<file path="src/hw/clock_pkg.sv">
package clock_pkg;

	// ------------------------------
	// modes and edit positions
	// ------------------------------
	typedef enum logic [1:0] {
		MODE_CLOCK = 2'b00,
		MODE_SETUP = 2'b01,
		MODE_ALARM = 2'b10
	} mode_e;

	typedef enum logic [1:0] {
		POS_SEC = 2'b00,
		POS_MIN = 2'b01,
		POS_HR  = 2'b10
	} pos_e;

	// ------------------------------
	// time fields
	// ------------------------------
	localparam int FIELD_W = 6;

	localparam logic [FIELD_W-1:0] SEC_MAX = 6'd59;
	localparam logic [FIELD_W-1:0] MIN_MAX = 6'd59;
	localparam logic [FIELD_W-1:0] HR_MAX  = 6'd23;	// 24h only

	typedef struct packed {
		logic [FIELD_W-1:0] hr;
		logic [FIELD_W-1:0] min;
		logic [FIELD_W-1:0] sec;
	} hms_t;

	localparam int SEC_DIV = 100;	// sim value, board uses the clk rate

endpackage

</file>
<file path="src/hw/disp_pkg.sv">
package disp_pkg;

	localparam int NUM_DIGITS = 6;
	localparam int SEG_W      = 7;

	// {a, b, c, d, e, f, g}, 1 = lit
	typedef logic [SEG_W-1:0] seg_t;

	localparam seg_t SEG_BLANK = 7'b000_0000;

	// ------------------------------
	// digit codes 0..9
	// ------------------------------
	localparam seg_t SEG_DIGIT [10] = '{
		7'b111_1110,
		7'b011_0000,
		7'b110_1101,
		7'b111_1001,
		7'b011_0011,
		7'b101_1011,
		7'b101_1111,
		7'b111_0000,
		7'b111_1111,
		7'b111_0011
	};

	localparam int SCAN_DIV  = 4;	// clk cycles per digit
	localparam int BLINK_DIV = 48;	// clk cycles per blink half period

endpackage

</file>
<file path="src/hw/time_ctrl_if.sv">
`timescale 1ns/1ps

interface time_ctrl_if;

	logic              sec_tick;	// withheld in setup mode
	logic              edit_time;
	logic              edit_alarm;
	clock_pkg::pos_e   pos;
	clock_pkg::mode_e  mode;

	modport ctrl (
		output sec_tick, edit_time, edit_alarm, pos, mode
	);

	modport keeper (
		input sec_tick, edit_time, edit_alarm, pos, mode
	);

endinterface

</file>
<file path="src/hw/clock_ctrl.sv">
`timescale 1ns/1ps

module clock_ctrl (
	input  logic                            clk,
	input  logic                            rst_n,
	input  logic                            i_btn_mode,
	input  logic                            i_btn_pos,
	input  logic                            i_btn_inc,
	input  logic                            i_btn_alarm,
	time_ctrl_if.ctrl                       o_tc,
	output logic                            o_alarm_en,
	output logic [disp_pkg::NUM_DIGITS-1:0] o_blink_mask
);

	typedef logic [$clog2(clock_pkg::SEC_DIV)-1:0]  sec_cnt_t;
	typedef logic [$clog2(disp_pkg::BLINK_DIV)-1:0] blink_cnt_t;

	logic [3:0]       btn_meta;	// bit 0 mode, 1 pos, 2 inc, 3 alarm
	logic [3:0]       btn_sync;
	logic [3:0]       btn_last;
	logic [3:0]       btn_rise;
	clock_pkg::mode_e mode;
	clock_pkg::pos_e  pos;
	sec_cnt_t         sec_cnt;
	blink_cnt_t       blink_cnt;
	logic             blink_on;
	logic             sec_tick;
	logic             edit_time;
	logic             edit_alarm;

	// ------------------------------
	// buttons
	// ------------------------------
	always_ff @(posedge clk or negedge rst_n) begin
		if (!rst_n) begin
			btn_meta <= '0;
			btn_sync <= '0;
			btn_last <= '0;
		end else begin
			btn_meta <= {i_btn_alarm, i_btn_inc, i_btn_pos, i_btn_mode};
			btn_sync <= btn_meta;
			btn_last <= btn_sync;
		end
	end

	assign btn_rise = btn_sync & ~btn_last;	// one pulse per press

	always_ff @(posedge clk or negedge rst_n) begin
		if (!rst_n) begin
			mode       <= clock_pkg::MODE_CLOCK;
			pos        <= clock_pkg::POS_SEC;
			o_alarm_en <= 1'b0;
		end else begin
			if (btn_rise[0]) begin
				case (mode)
					clock_pkg::MODE_CLOCK: mode <= clock_pkg::MODE_SETUP;
					clock_pkg::MODE_SETUP: mode <= clock_pkg::MODE_ALARM;
					default:               mode <= clock_pkg::MODE_CLOCK;
				endcase
			end
			if (btn_rise[1]) begin
				case (pos)
					clock_pkg::POS_SEC: pos <= clock_pkg::POS_MIN;
					clock_pkg::POS_MIN: pos <= clock_pkg::POS_HR;
					default:            pos <= clock_pkg::POS_SEC;
				endcase
			end
			if (btn_rise[3])
				o_alarm_en <= ~o_alarm_en;
		end
	end

	// ------------------------------
	// strobes and time bases
	// ------------------------------
	always_ff @(posedge clk or negedge rst_n) begin
		if (!rst_n) begin
			sec_cnt    <= sec_cnt_t'(clock_pkg::SEC_DIV - 1);
			blink_cnt  <= blink_cnt_t'(disp_pkg::BLINK_DIV - 1);
			blink_on   <= 1'b1;
			sec_tick   <= 1'b0;
			edit_time  <= 1'b0;
			edit_alarm <= 1'b0;
		end else begin
			sec_cnt  <= (sec_cnt == '0) ? sec_cnt_t'(clock_pkg::SEC_DIV - 1) : sec_cnt - 1'b1;
			sec_tick <= (sec_cnt == '0) && (mode != clock_pkg::MODE_SETUP);	// divider keeps running
			if (blink_cnt == '0) begin
				blink_cnt <= blink_cnt_t'(disp_pkg::BLINK_DIV - 1);
				blink_on  <= ~blink_on;
			end else begin
				blink_cnt <= blink_cnt - 1'b1;
			end
			edit_time  <= btn_rise[2] && (mode == clock_pkg::MODE_SETUP);
			edit_alarm <= btn_rise[2] && (mode == clock_pkg::MODE_ALARM);
		end
	end

	assign o_tc.sec_tick   = sec_tick;
	assign o_tc.edit_time  = edit_time;
	assign o_tc.edit_alarm = edit_alarm;
	assign o_tc.pos        = pos;
	assign o_tc.mode       = mode;

	always_comb begin
		o_blink_mask = '1;
		if (mode != clock_pkg::MODE_CLOCK && !blink_on) begin
			case (pos)
				clock_pkg::POS_SEC: o_blink_mask[1:0] = 2'b00;
				clock_pkg::POS_MIN: o_blink_mask[3:2] = 2'b00;
				default:            o_blink_mask[5:4] = 2'b00;
			endcase
		end
	end

	a_mode_legal: assert property (@(posedge clk) disable iff (!rst_n)
		mode inside {clock_pkg::MODE_CLOCK, clock_pkg::MODE_SETUP, clock_pkg::MODE_ALARM});

endmodule

</file>
<file path="src/hw/clock_top.sv">
`timescale 1ns/1ps

module clock_top (
	input  logic                            clk,
	input  logic                            rst_n,
	input  logic                            i_btn_mode,
	input  logic                            i_btn_pos,
	input  logic                            i_btn_inc,
	input  logic                            i_btn_alarm,
	output disp_pkg::seg_t                  o_seg,
	output logic [disp_pkg::NUM_DIGITS-1:0] o_seg_enb,
	output logic                            o_alarm
);

	clock_pkg::hms_t                  disp;
	logic                             alarm_en;
	logic [disp_pkg::NUM_DIGITS-1:0]  blink_mask;
	disp_pkg::seg_t                   digit_seg [disp_pkg::NUM_DIGITS];

	time_ctrl_if u_tc ();

	clock_ctrl u_clock_ctrl (
		.clk          (clk),
		.rst_n        (rst_n),
		.i_btn_mode   (i_btn_mode),
		.i_btn_pos    (i_btn_pos),
		.i_btn_inc    (i_btn_inc),
		.i_btn_alarm  (i_btn_alarm),
		.o_tc         (u_tc.ctrl),
		.o_alarm_en   (alarm_en),
		.o_blink_mask (blink_mask)
	);

	time_keeper u_time_keeper (
		.clk        (clk),
		.rst_n      (rst_n),
		.i_alarm_en (alarm_en),
		.i_tc       (u_tc.keeper),
		.o_disp     (disp),
		.o_alarm    (o_alarm)
	);

	// ------------------------------
	// display path
	// ------------------------------
	seg_encode u_seg_encode (
		.i_disp       (disp),
		.i_blink_mask (blink_mask),
		.o_digit_seg  (digit_seg)
	);

	seg_scan u_seg_scan (
		.clk         (clk),
		.rst_n       (rst_n),
		.i_digit_seg (digit_seg),
		.o_seg       (o_seg),
		.o_seg_enb   (o_seg_enb)
	);

endmodule

</file>
<file path="src/hw/seg_encode.sv">
`timescale 1ns/1ps

module seg_encode (
	input  clock_pkg::hms_t                 i_disp,
	input  logic [disp_pkg::NUM_DIGITS-1:0] i_blink_mask,
	output disp_pkg::seg_t                  o_digit_seg [disp_pkg::NUM_DIGITS]
);

	logic [3:0] num [disp_pkg::NUM_DIGITS];

	// ------------------------------
	// field split, ones on even digits
	// ------------------------------
	always_comb begin
		num[0] = 4'(i_disp.sec % 10);
		num[1] = 4'(i_disp.sec / 10);
		num[2] = 4'(i_disp.min % 10);
		num[3] = 4'(i_disp.min / 10);
		num[4] = 4'(i_disp.hr % 10);
		num[5] = 4'(i_disp.hr / 10);
	end

	always_comb begin
		for (int d = 0; d < disp_pkg::NUM_DIGITS; d++) begin
			if (!i_blink_mask[d]) begin
				o_digit_seg[d] = disp_pkg::SEG_BLANK;	// blink off phase
			end else begin
				o_digit_seg[d] = disp_pkg::SEG_DIGIT[num[d]];
			end
		end
	end

endmodule

</file>
<file path="src/hw/seg_scan.sv">
`timescale 1ns/1ps

module seg_scan (
	input  logic                            clk,
	input  logic                            rst_n,
	input  disp_pkg::seg_t                  i_digit_seg [disp_pkg::NUM_DIGITS],
	output disp_pkg::seg_t                  o_seg,
	output logic [disp_pkg::NUM_DIGITS-1:0] o_seg_enb
);

	typedef logic [$clog2(disp_pkg::SCAN_DIV)-1:0]   scan_cnt_t;
	typedef logic [$clog2(disp_pkg::NUM_DIGITS)-1:0] ptr_t;

	scan_cnt_t scan_cnt;
	ptr_t      ptr;

	always_ff @(posedge clk or negedge rst_n) begin
		if (!rst_n) begin
			scan_cnt <= scan_cnt_t'(disp_pkg::SCAN_DIV - 1);
			ptr      <= '0;
		end else if (scan_cnt == '0) begin
			scan_cnt <= scan_cnt_t'(disp_pkg::SCAN_DIV - 1);
			ptr      <= (ptr >= ptr_t'(disp_pkg::NUM_DIGITS - 1)) ? '0 : ptr + 1'b1;
		end else begin
			scan_cnt <= scan_cnt - 1'b1;
		end
	end

	always_comb begin
		for (int d = 0; d < disp_pkg::NUM_DIGITS; d++)
			o_seg_enb[d] = (ptr != ptr_t'(d));	// active low
	end

	assign o_seg = i_digit_seg[ptr];

	a_enb_onehot: assert property (@(posedge clk) disable iff (!rst_n)
		$onehot(~o_seg_enb));

endmodule

</file>
<file path="src/hw/time_keeper.sv">
`timescale 1ns/1ps

module time_keeper (
	input  logic             clk,
	input  logic             rst_n,
	input  logic             i_alarm_en,
	time_ctrl_if.keeper      i_tc,
	output clock_pkg::hms_t  o_disp,
	output logic             o_alarm
);

	clock_pkg::hms_t clk_time;
	clock_pkg::hms_t alm_time;

	// count up, reload at max
	function automatic logic [clock_pkg::FIELD_W-1:0] step(
		input logic [clock_pkg::FIELD_W-1:0] val,
		input logic [clock_pkg::FIELD_W-1:0] max
	);
		return (val >= max) ? '0 : val + 1'b1;
	endfunction

	// bump one field only, no carry
	function automatic clock_pkg::hms_t edit(
		input clock_pkg::hms_t t,
		input clock_pkg::pos_e p
	);
		clock_pkg::hms_t r;
		r = t;
		case (p)
			clock_pkg::POS_SEC: r.sec = step(t.sec, clock_pkg::SEC_MAX);
			clock_pkg::POS_MIN: r.min = step(t.min, clock_pkg::MIN_MAX);
			default:            r.hr  = step(t.hr, clock_pkg::HR_MAX);
		endcase
		return r;
	endfunction

	// ------------------------------
	// clock and alarm time
	// ------------------------------
	always_ff @(posedge clk or negedge rst_n) begin
		if (!rst_n) begin
			clk_time <= '0;
		end else if (i_tc.sec_tick) begin
			clk_time.sec <= step(clk_time.sec, clock_pkg::SEC_MAX);
			if (clk_time.sec >= clock_pkg::SEC_MAX) begin
				clk_time.min <= step(clk_time.min, clock_pkg::MIN_MAX);
				if (clk_time.min >= clock_pkg::MIN_MAX)
					clk_time.hr <= step(clk_time.hr, clock_pkg::HR_MAX);
			end
		end else if (i_tc.edit_time) begin
			clk_time <= edit(clk_time, i_tc.pos);
		end
	end

	always_ff @(posedge clk or negedge rst_n) begin
		if (!rst_n)
			alm_time <= '0;
		else if (i_tc.edit_alarm)
			alm_time <= edit(alm_time, i_tc.pos);
	end

	assign o_disp = (i_tc.mode == clock_pkg::MODE_ALARM) ? alm_time : clk_time;

	// latched until enable drops
	always_ff @(posedge clk or negedge rst_n) begin
		if (!rst_n)
			o_alarm <= 1'b0;
		else
			o_alarm <= ((clk_time == alm_time) | o_alarm) & i_alarm_en;
	end

	a_field_range: assert property (@(posedge clk) disable iff (!rst_n)
		clk_time.sec <= clock_pkg::SEC_MAX && clk_time.min <= clock_pkg::MIN_MAX &&
		clk_time.hr <= clock_pkg::HR_MAX && alm_time.sec <= clock_pkg::SEC_MAX &&
		alm_time.min <= clock_pkg::MIN_MAX && alm_time.hr <= clock_pkg::HR_MAX);

endmodule

</file>
<file path="config.mk">
export PLATFORM = sky130hd
export DESIGN_NAME = clock_top
export DESIGN_NICKNAME = d
export VERILOG_FILES = /design/src/hw/clock_pkg.sv /design/src/hw/disp_pkg.sv /design/src/hw/time_ctrl_if.sv /design/src/hw/clock_ctrl.sv /design/src/hw/clock_top.sv /design/src/hw/seg_encode.sv /design/src/hw/seg_scan.sv /design/src/hw/time_keeper.sv
export SDC_FILE = /design/constraint.sdc
export NUM_CORES = 1
export LEC_CHECK = 0
export ABC_AREA = 1
export ABC_CLOCK_PERIOD_IN_PS = 4800
export BUFFER_PORTS_ARGS = -buffer_cell sky130_fd_sc_hd__buf_2
export CORE_MARGIN = 1.5
export CORE_UTILIZATION = 47
export CTS_CLUSTER_DIAMETER = 30
export CTS_CLUSTER_SIZE = 16
export DETAILED_ROUTE_END_ITERATION = 16
export HOLD_SLACK_MARGIN = 0.05
export SYNTH_ARGS = -nofsm -noshare
export SYNTH_HDL_FRONTEND = slang
export SYNTH_SLANG_ARGS = --single-unit
</file>
<file path="constraint.sdc">
create_clock -name clk -period 4.8 [get_ports clk]
set_input_delay 0.72 -clock clk [delete_from_list [all_inputs] [get_ports clk]]
set_output_delay 0.72 -clock clk [all_outputs]
set_load 0.01 [all_outputs]
</file>
# Yosys cells after proc, flatten, opt, wreduce, memory -nomap -nowiden
# Memories as Yosys holds them, arrays and structs flattened.
# Cells that the tools add are included.
# Widths: inputs -> output; s select.
# totals
output_inout_bits,14
mem_count,6
mem_bits_rw,0
latch_bits,0
reg_bits,76
wordCells,151
rom_bits,672
# mem_list
memory,words,word_bits,rd,rd_ports_with_merged_regs,wr,line_no,rtl
(no name shown),16,7,1,0,0,seg_encode.sv:28,o_digit_seg[d] = disp_pkg::SEG_DIGIT[num[d]];
(no name shown),16,7,1,0,0,seg_encode.sv:28,
(no name shown),16,7,1,0,0,seg_encode.sv:28,
(no name shown),16,7,1,0,0,seg_encode.sv:28,
(no name shown),16,7,1,0,0,seg_encode.sv:28,
(no name shown),16,7,1,0,0,seg_encode.sv:28,
# op_classes
n_shift,0
n_eq_ne,13
n_div,6
n_reduce_logical,22
mul,0
muxes,45
bitwise,14
order_cmp,14
add_sub_neg,10
# ops
op,count
$mux 7,21
$div 6x4->32 const B,3
$mod 6x4->32 const B,3
$mux 6,12
$mux 18,3
$add 6x1->6 const B,6
$ge 5x5->1 const B,6
$not 4->5,6
$ge 6x6->1 const B,4
$bmux 7 s3,1
$eq 18x18->1,1
$ge 6x5->1 const B,2
$mux 12,1
$mux 2,4
$ne 2x1->1 const B,4
$pmux 2 s2,2
$reduce_and 2->1,4
$reduce_bool 2->1,4
$logic_not 7->1,1
$sub 7x1->7 const B,1
$logic_not 2->1,3
$logic_not 6->1,1
$ne 3x2->1 const B,2
$ne 3x3->1 const B,2
other kinds (21),27

# Longest topological paths before layout
# Gate-level depths: netlist of run 1.
# logic_depth
ltp_word,11
ltp_mapped,32
mapped_depth_nobuf,30

# By module
# From an unflattened synthesis of run 1, not the netlist that was laid out.
# unflattened
hier_cells,939
hier_area_um2,6339.8
# by_module_without_submodules
mod,area_per_inst_um2,seq_area_each_um2,n_inst,cells_each
time_keeper,2368.5,925.9,1,332
seg_encode,1823.0,0.0,1,323
clock_ctrl,1355.0,863.3,1,137
seg_scan,793.3,127.6,1,147

# Least setup slack after synthesis of run 1
# Ideal clock, no wire load.
# synth_timing
path_kind,reg-to-output
startpoint,register u_clock_ctrl.mode[0] (netlist: u_clock_ctrl.o_tc.mode[0])
endpoint,output port o_seg[3]
n_path_buf,2
slack_ns,0.881
t_required_ns,4.080
stages_incl_launch_ff,28
arrival_time_ns,3.199
path_cell_list,dfrtp_1 inv_2 nand2_4 buf_6 o21ai_2 nand2_2 ha_1 inv_1 nand2_1 nand2_2 nand2_1 nor2_4 nand2_2 buf_6 inv_2 a21oi_1 nor2_2 nand3_4 xnor2_2 inv_1 ha_1 inv_1 nand3_1 nand3_1 nand2_1 nand2_1 nand2_1 nand2_1
# synth_between
elab_chain_len,11
# synth_lines
item,line_no,rtl
"start, declared",clock_ctrl.sv:22,clock_pkg::mode_e mode;
"start signal, assigned",clock_ctrl.sv:50,mode <= clock_pkg::MODE_CLOCK;
"start signal, assigned",clock_ctrl.sv:56,clock_pkg::MODE_CLOCK: mode <= clock_pkg::MODE_SETUP;
"start signal, assigned",clock_ctrl.sv:57,clock_pkg::MODE_SETUP: mode <= clock_pkg::MODE_ALARM;
$eq 2x2->1,time_keeper.sv:63,assign o_disp = (i_tc.mode == clock_pkg::MODE_ALARM) ? alm_time : clk_time;
$mux 18,time_keeper.sv:63,
$div 6x4->32 (tied with other cells),seg_encode.sv:20,num[5] = 4'(i_disp.hr / 10);
$not 4->5 (not written as such),seg_encode.sv:28,
$mem_v2 16x7,-,
$mux 7 (not written as such) (2 in a row),seg_encode.sv:28,
$mux 7,seg_encode.sv:25,if (!i_blink_mask[d]) begin
$bmux 7 s3 (*),seg_scan.sv:34,assign o_seg = i_digit_seg[ptr];
$mux 7 (not written as such) (*) (2 in a row),seg_scan.sv:34,
"end, declared",clock_top.sv:10,"output disp_pkg::seg_t o_seg,"
# Mark *: on every way between the ends. The rest lies on a longest branch, timed or not. The select of a mux whose other input is x is not followed.

# Final worst setup path of run 1
# Same ends and word-level chain as after synthesis.

==> results of run 1 <==
routing by layer:
layer  GRT usage  vias to the layer above  wire, um
li1            -                     3013         -
met1       0.281                     2533      7020
met2       0.329                       92      6360
met3      0.0287                       30       395
met4      0.0745                        0       402
met5           0                        -         0
cells by family after synthesis:
group,after synthesis,share of synthesized area
AOI/OAI and AO/OA,118,0.113
xor gates and xnor gates,18,0.0262
adders and majority gates,56,0.111
buffers and inverters,152,0.0972
DFF,76,0.304
and+or+nand+nor,491,0.349
worst max-delay path, delay by kind of cell, from the launching register on:
family	cells	cell delay (ps)
adders and majority gates	2	590
buffers and inverters	6	600
and+or+nand+nor	21	1780
DFF	1	430
path summary, 6_finish.rpt:
path                                           start                         end  slack (ps)  cells past startpoint
max                        u_clock_ctrl.o_tc.mode[0]                    o_seg[3]         320                     29
min                         u_clock_ctrl.btn_meta[3]    u_clock_ctrl.btn_sync[3]         350                      0
max reg2reg                u_time_keeper.clk_time[2]       u_time_keeper.o_alarm        2590                      6
min reg2reg                 u_clock_ctrl.btn_meta[3]    u_clock_ctrl.btn_sync[3]         350                      0
max in group asynchronous                      rst_n   u_clock_ctrl.o_tc.mode[0]        3580                      1
min in group asynchronous                      rst_n  u_time_keeper.alm_time[16]         540                      1
final cells by class:
type,count,share of cell area
clock buffer,11,0.0325
clock inverter,5,0.00855
inverter,141,0.0745
multi-input combinational,686,0.547
sequential,76,0.268
tap,176,0.0307
timing repair buffer,41,0.0391
where the power goes:
part / total [mW] / switching (mW) / internal (mW)
sequential: 0.805 / 0.0859 / 0.719
clock: 0.671 / 0.266 / 0.405
combinational: 2.26 / 1.42 / 0.842
total: 3.74 / 1.77 / 1.97
state kept, by name, summed over array words and instances, names as in the netlist, 2 cells and up:
name and cells:
u_clock_ctrl.blink_cnt 6, u_clock_ctrl.btn_last 4, u_clock_ctrl.btn_meta 4, u_clock_ctrl.btn_sync 4, u_clock_ctrl.o_tc.mode 2, u_clock_ctrl.o_tc.pos 2
u_clock_ctrl.sec_cnt 7, u_seg_scan.ptr 3, u_seg_scan.scan_cnt 2, u_time_keeper.alm_time 18, u_time_keeper.clk_time 18
stage by stage:
step                 util  setup TNS, ps  setup slack, ps
floorplan               -              0              881
global placement    0.499              0              234
detailed placement  0.499              0              150
CTS                 0.523              0             2.01
global route        0.544          -5.43            -5.43
finish              0.544              0              324
Yosys cell counts, drive strengths merged, types with 2 or more instances:
cell    number  area share
nand3       90       0.074
nand3b       4      0.0054
nor3        19       0.015
nor4         6      0.0059
nand2      278        0.18
inv        141       0.084
a31oi        3      0.0030
xnor2        7       0.011
nor3b        2      0.0024
ha          56        0.11
buf          9       0.012
o21ai       64       0.061
nor2        75       0.050
dfstp       12       0.050
o22ai        4      0.0040
xor2        11       0.015
a211oi       3      0.0036
clkbuf       2      0.0012
a21oi       35       0.030
nand4        8      0.0079
dfrtp       64        0.25
or2          8      0.0079
o221ai       2      0.0028
o211ai       3      0.0036
cells in the final DEF, fill, tap and decap left out, drive strengths merged, types with 12 or more instances in the layout:
| master | n |
|---|---|
| nor2 | 75 |
| dfstp | 12 |
| ha | 56 |
| nand3 | 90 |
| nand2 | 281 |
| dfrtp | 64 |
| buf | 41 |
| a21oi | 35 |
| o21ai | 64 |
| nor3 | 19 |
| inv | 141 |
timing repair:
action	4_1_cts	5_1_grt
setup buffers	0	16
endpoints found under the hold margin	0	0
resized for setup	5	31
hold buffers	0	0
pin swaps	1	17
gates cloned	0	4
setup endpoints to repair	4	7
==> run summary, run 1 <==
## Run status
- run status: completed

## Timing
- worst hold slack: 349 ps
- crit path time final: 4480 ps
- post-route fraction of the period consumed by the critical path: 0.932
- transition time of the tightest slew-check pin: 975 ps
- Fmax achieved: 223 MHz
- Max-Slew Margin vs Limit: 0.350
- Setup Skew: 7.43 ps
- final count of hold timing violations: 0
- Final Max Tran Viols: 0
- total setup violations reported at the end of the flow: 0

## Layout
- Filler Cells Inserted: 1,340
- Multi-input gate area: 3920 sq um
- sequential cell area: 1920 sq um
- antenna diode count: 0
- post-route design area: 7170 sq um
- synthesis-to-finish area growth: 13.6%
- final standard cell count with taps included and fillers excluded: 1,136
- NumNets Final: 1,017
- fraction of layout instances using a drive strength above 1: 0.161

## Setup path
- startpoint type of the worst setup path: register
- most used cell along the critical path: nand2_1
- category of the worst setup path capture point: output port
- library cell contributing the largest single delay on the critical path: dfrtp_2
- data arrival at the endpoint of the critical path: 3760 ps
- maximum fanout along the worst path: 10
- Slowest Stage Delay on Critical Path: 430 ps
- WS Path Type: reg2out
- Worst EP required: 4080 ps

## Die
- floorplan die height: 119 um
- die area: 14,100 sq um
- I/O pin count: 20
- Placeable Area: 13,200 sq um
- starting density of the core: 0.478
- chip width: 119 um
- number of rows created at floorplan: 42

## Synth
- Primary FF master, synth: dfrtp_1
- combined area of all synthesized cells: 6310 sq um
- Async SR Flop Fraction: 1.00
- Seq/Total Area, Yosys: 0.304
- number of synthesized flops with an enable pin: 0
- total nets after synthesis: 973
- flops & latches, synth: 76
- synthesized area per cell: 6.93 sq um
- number of cells produced by synthesis: 911
- Synth warnings: 0
- count of cell types in the netlist: 44

## Global route
- via count of the first global-routing pass: 5,116
- initial antenna violation count: 0
- global-route wire length before repair: 23,600 um
- maximum number of pins on one net before global-route repair: 77
- GR Overflow Total: 0
- All-Layer GR Usage: 0.204

## Clock network
- post-CTS clock slew at the launch and capture registers of the worst setup and hold paths: 60 ps
- H-Tree Depth: 3
- number of sinks handled by clock tree synthesis: 76
- Clk Latency, worst-skew pair: 330 ps
- number of buffers inserted during clock tree synthesis: 9
- Root Driver: clkbuf_16
- buffer depth of the longest clock path: 2
- CTS tree: built

## Placed design
- placed wire-length estimate: 10,900 um
- IO Port Bufs: 19
- routability congestion estimate: 0.877
- Placed Area: 6580 sq um
- # placed instances: 1,100

## Power and ir drop
- leakage component of the power: 3.75 nW
- total power per unit cell area: 521 nW/um^2
- worst voltage drop across the vdd grid: 221 uV
- total power: 3.74 mW

## Detailed routing
- via count: 5,668
- DRC violations left: 0
- number of design-rule violations left by the first detailed-router iteration: 432
- post-detailed-route wirelength per cell: 12.5 um
- detail-routed via count per cell: 4.99
- number of detailed-routing iterations run before antenna repair: 5
- Final ANT Viol Nets: 0
- routed wire length: 14,200 um

## Flow run
- max-cap violations: 0

## Min path
- type of the worst min-delay path: reg2reg

No activity file was read; power rests on OpenSTA's default activity.
==> run 2, diff against run 1 <==
--- a/config.mk
+++ b/config.mk
@@ -8,12 +8,14 @@
 export ABC_AREA = 1
 export ABC_CLOCK_PERIOD_IN_PS = 4800
 export BUFFER_PORTS_ARGS = -buffer_cell sky130_fd_sc_hd__buf_2
+export CORE_ASPECT_RATIO = 1.25
 export CORE_MARGIN = 1.5
-export CORE_UTILIZATION = 47
+export CORE_UTILIZATION = 50
 export CTS_CLUSTER_DIAMETER = 30
 export CTS_CLUSTER_SIZE = 16
 export DETAILED_ROUTE_END_ITERATION = 16
 export HOLD_SLACK_MARGIN = 0.05
+export PLACE_DENSITY = 0.66
 export SYNTH_ARGS = -nofsm -noshare
 export SYNTH_HDL_FRONTEND = slang
 export SYNTH_SLANG_ARGS = --single-unit
==> run summary, run 2 (same netlist as run 1, synthesis figures left out) <==
## Setup path
- Worst EP required: 4080 ps, about the same
- category of the worst setup path capture point: output port
- most used cell along the critical path: nand2_1
- WS Path Type: reg2out
- Slowest Stage Delay on Critical Path: 450 ps, +20 ps
- startpoint type of the worst setup path: register
- Worst R2R Start: u_seg_scan.ptr[0]
- maximum fanout along the worst path: 13, +3
- cells traversed along the worst timing path: clkinv_4, buf_8, nand3_1, nand2_4, nand2_4, ha_1, inv_1, nand2_1, nand2_2, nand2_2, nor2_4, nand2_2, buf_4, buf_4, o21ai_0, nand3_1, a21oi_4, nand3_1, nand2_1, nand2_1, nand2_1, nand2_1, buf_2
- startpoint of the most critical setup path: u_clock_ctrl.o_tc.mode[0]
- data arrival at the endpoint of the critical path: 3800 ps, +40 ps
- library cell contributing the largest single delay on the critical path: dfrtp_2

## Layout
- NumNets Final: 1,027, +0.98%
- largest registers in the final layout: u_time_keeper.alm_time x18, u_time_keeper.clk_time x18, u_clock_ctrl.sec_cnt x7
- synthesis-to-finish area growth: 15.3%
- antenna diode count: 0, unchanged
- fraction of layout instances using a drive strength above 1: 0.171, +0.00968
- most frequent standard cell in the layout excluding fill and tap cells: nand2_1
- fin util: 0.596, +0.0522
- commonest cells after routing, fill and taps aside: nand2_1 (241), inv_1 (131), nand3_1 (87)

## Die
- Placeable Area: 12,200 sq um, -7.4%
- I/O pin count: 20, unchanged
- chip width: 103 um, -13%
- floorplan die height: 129 um, +8.2%
- starting density of the core: 0.516, +0.0381
- number of rows created at floorplan: 45, +7.1%
- die area: 13,300 sq um, -5.8%

## Min path
- worst hold path startpoint: u_clock_ctrl.btn_meta[0]
- type of the worst min-delay path: reg2reg

## Detailed routing
- Final ANT Viol Nets: 0, unchanged
- via count: 5,874, +3.6%
- detail-routed via count per cell: 5.18, +3.8%
- DRC violations left: 0, unchanged
- routed wire length: 15,000 um, +5.7%
- post-detailed-route wirelength per cell: 13.2 um, +5.8%
- number of design-rule violations left by the first detailed-router iteration: 312, -28%
- number of detailed-routing iterations run before antenna repair: 5, unchanged

## Placed design
- routability congestion estimate: 0.874, -0.43%
- placed wire-length estimate: 11,000 um, +1.0%
- IO Port Bufs: 19, unchanged

## Global route
- All-Layer GR Usage: 0.232, +0.0271
- global-route wire length before repair: 24,200 um, +2.5%
- maximum number of pins on one net before global-route repair: 77, unchanged
- via count of the first global-routing pass: 5,239, +2.4%
- initial antenna violation count: 0, unchanged
- GR Overflow Total: 0, unchanged

## Timing
- Setup Skew: 11.9 ps, +4.43 ps
- transition time of the tightest slew-check pin: 967 ps, -7.83 ps
- unrepaired setup endpoints after global routing: true
- total setup violations reported at the end of the flow: 0, unchanged
- Max-Slew Margin vs Limit: 0.355, +0.00522
- Fmax achieved: 221 MHz, -1.1%
- crit path time final: 4520 ps, +48.0 ps
- final count of hold timing violations: 0, unchanged
- post-route fraction of the period consumed by the critical path: 0.942, +0.0100
- Final Max Tran Viols: 0, unchanged

## Clock network
- number of sinks handled by clock tree synthesis: 76, unchanged
- H-Tree Depth: 3, unchanged
- hold-fix buffers at CTS: 0, unchanged
- CTS tree: built
- number of buffers inserted during clock tree synthesis: 9, unchanged
- Clk Latency, worst-skew pair: 340 ps, about the same
- Root Driver: clkbuf_16
- buffer depth of the longest clock path: 2, unchanged
- post-CTS clock slew at the launch and capture registers of the worst setup and hold paths: 60 ps, about the same

## Power and ir drop
- total power per unit cell area: 534 nW/um^2, +2.5%
- worst voltage drop across the vdd grid: 259 uV, +17%
- total power: 3.89 mW, +4.1%
- leakage component of the power: 3.82 nW, +2.1%

## Run status
- run status: completed

## Flow run
- max-cap violations: 0, unchanged

==> run 2: cell count changes in the layout (fill, tap and decap cells not counted), sizes merged <==
cell and delta:
buf +10, inv -1, clkinvlp -1, clkinv +2
==> run 2: path summary, 6_finish.rpt <==
kind	to	slack (ps)	cells past startpoint
max	o_seg[6]	280	23
min	u_clock_ctrl.btn_sync[0]	350	0
max reg2reg	u_seg_scan.ptr[1]	2750	4
min reg2reg	u_clock_ctrl.btn_sync[0]	350	0
max in group asynchronous	u_clock_ctrl.o_tc.mode[1]	3590	1
min in group asynchronous	u_time_keeper.alm_time[3]	530	1
==> run 2: layout make-up <==
type / instances / area (sq um)
fillers: 1179 / 4940
repair buffers: 51 / 369
flip-flops and latches: 76 / 1920
well taps: 164 / 205
multi-input cells: 686 / 3950
clock buffers: 11 / 243
clock inverters: 5 / 62.6
inverters: 141 / 534
==> run 2: routing by layer <==
| metal | share of wire | global-route usage |
|---|---|---|
| met5 | 0 | 0 |
| met4 | 0.029 | 0.0851 |
| met3 | 0.026 | 0.0331 |
| met2 | 0.51 | 0.414 |
| met1 | 0.43 | 0.278 |
==> run 2: stage by stage <==
step	hold slack (ps)	setup WS, ps	TNS, ps	std cells	cell area (sq um)
after floorplan	331	881	0	911	6310
after global placement	331	352	0	1089	6570
after detailed placement	339	296	0	1089	6570
after CTS	353	30.5	0	1105	6900
after global routing	358	-47.9	-47.9	1134	7280
final	350	276	0	1134	7280
==> run 2: worst max-delay path, delay by kind of cell (launching register included) <==
family,cells,cell delay (ps)
AO/OA/AOI/OAI,2,510
buffers and inverters,6,760
flip-flops,1,450
adder cells (fa/ha/maj),1,270
AND/OR/NAND/NOR,14,1450
==> run 2: where the power goes <==
part	leakage [nW]	internal (mW)	total (mW)	switching (mW)
registers	0.956	0.719	0.820	0.101
clock network	0.142	0.419	0.698	0.279
logic	2.72	0.915	2.37	1.46
total	3.82	2.05	3.89	1.84
==> run 2: repair_timing <==
item                                    4_1_cts  5_1_grt
gates cloned                                  0        3
pin swaps                                     0       22
gates resized for setup                       2       40
endpoints found under the setup margin        2        7
setup buffers                                 0       26
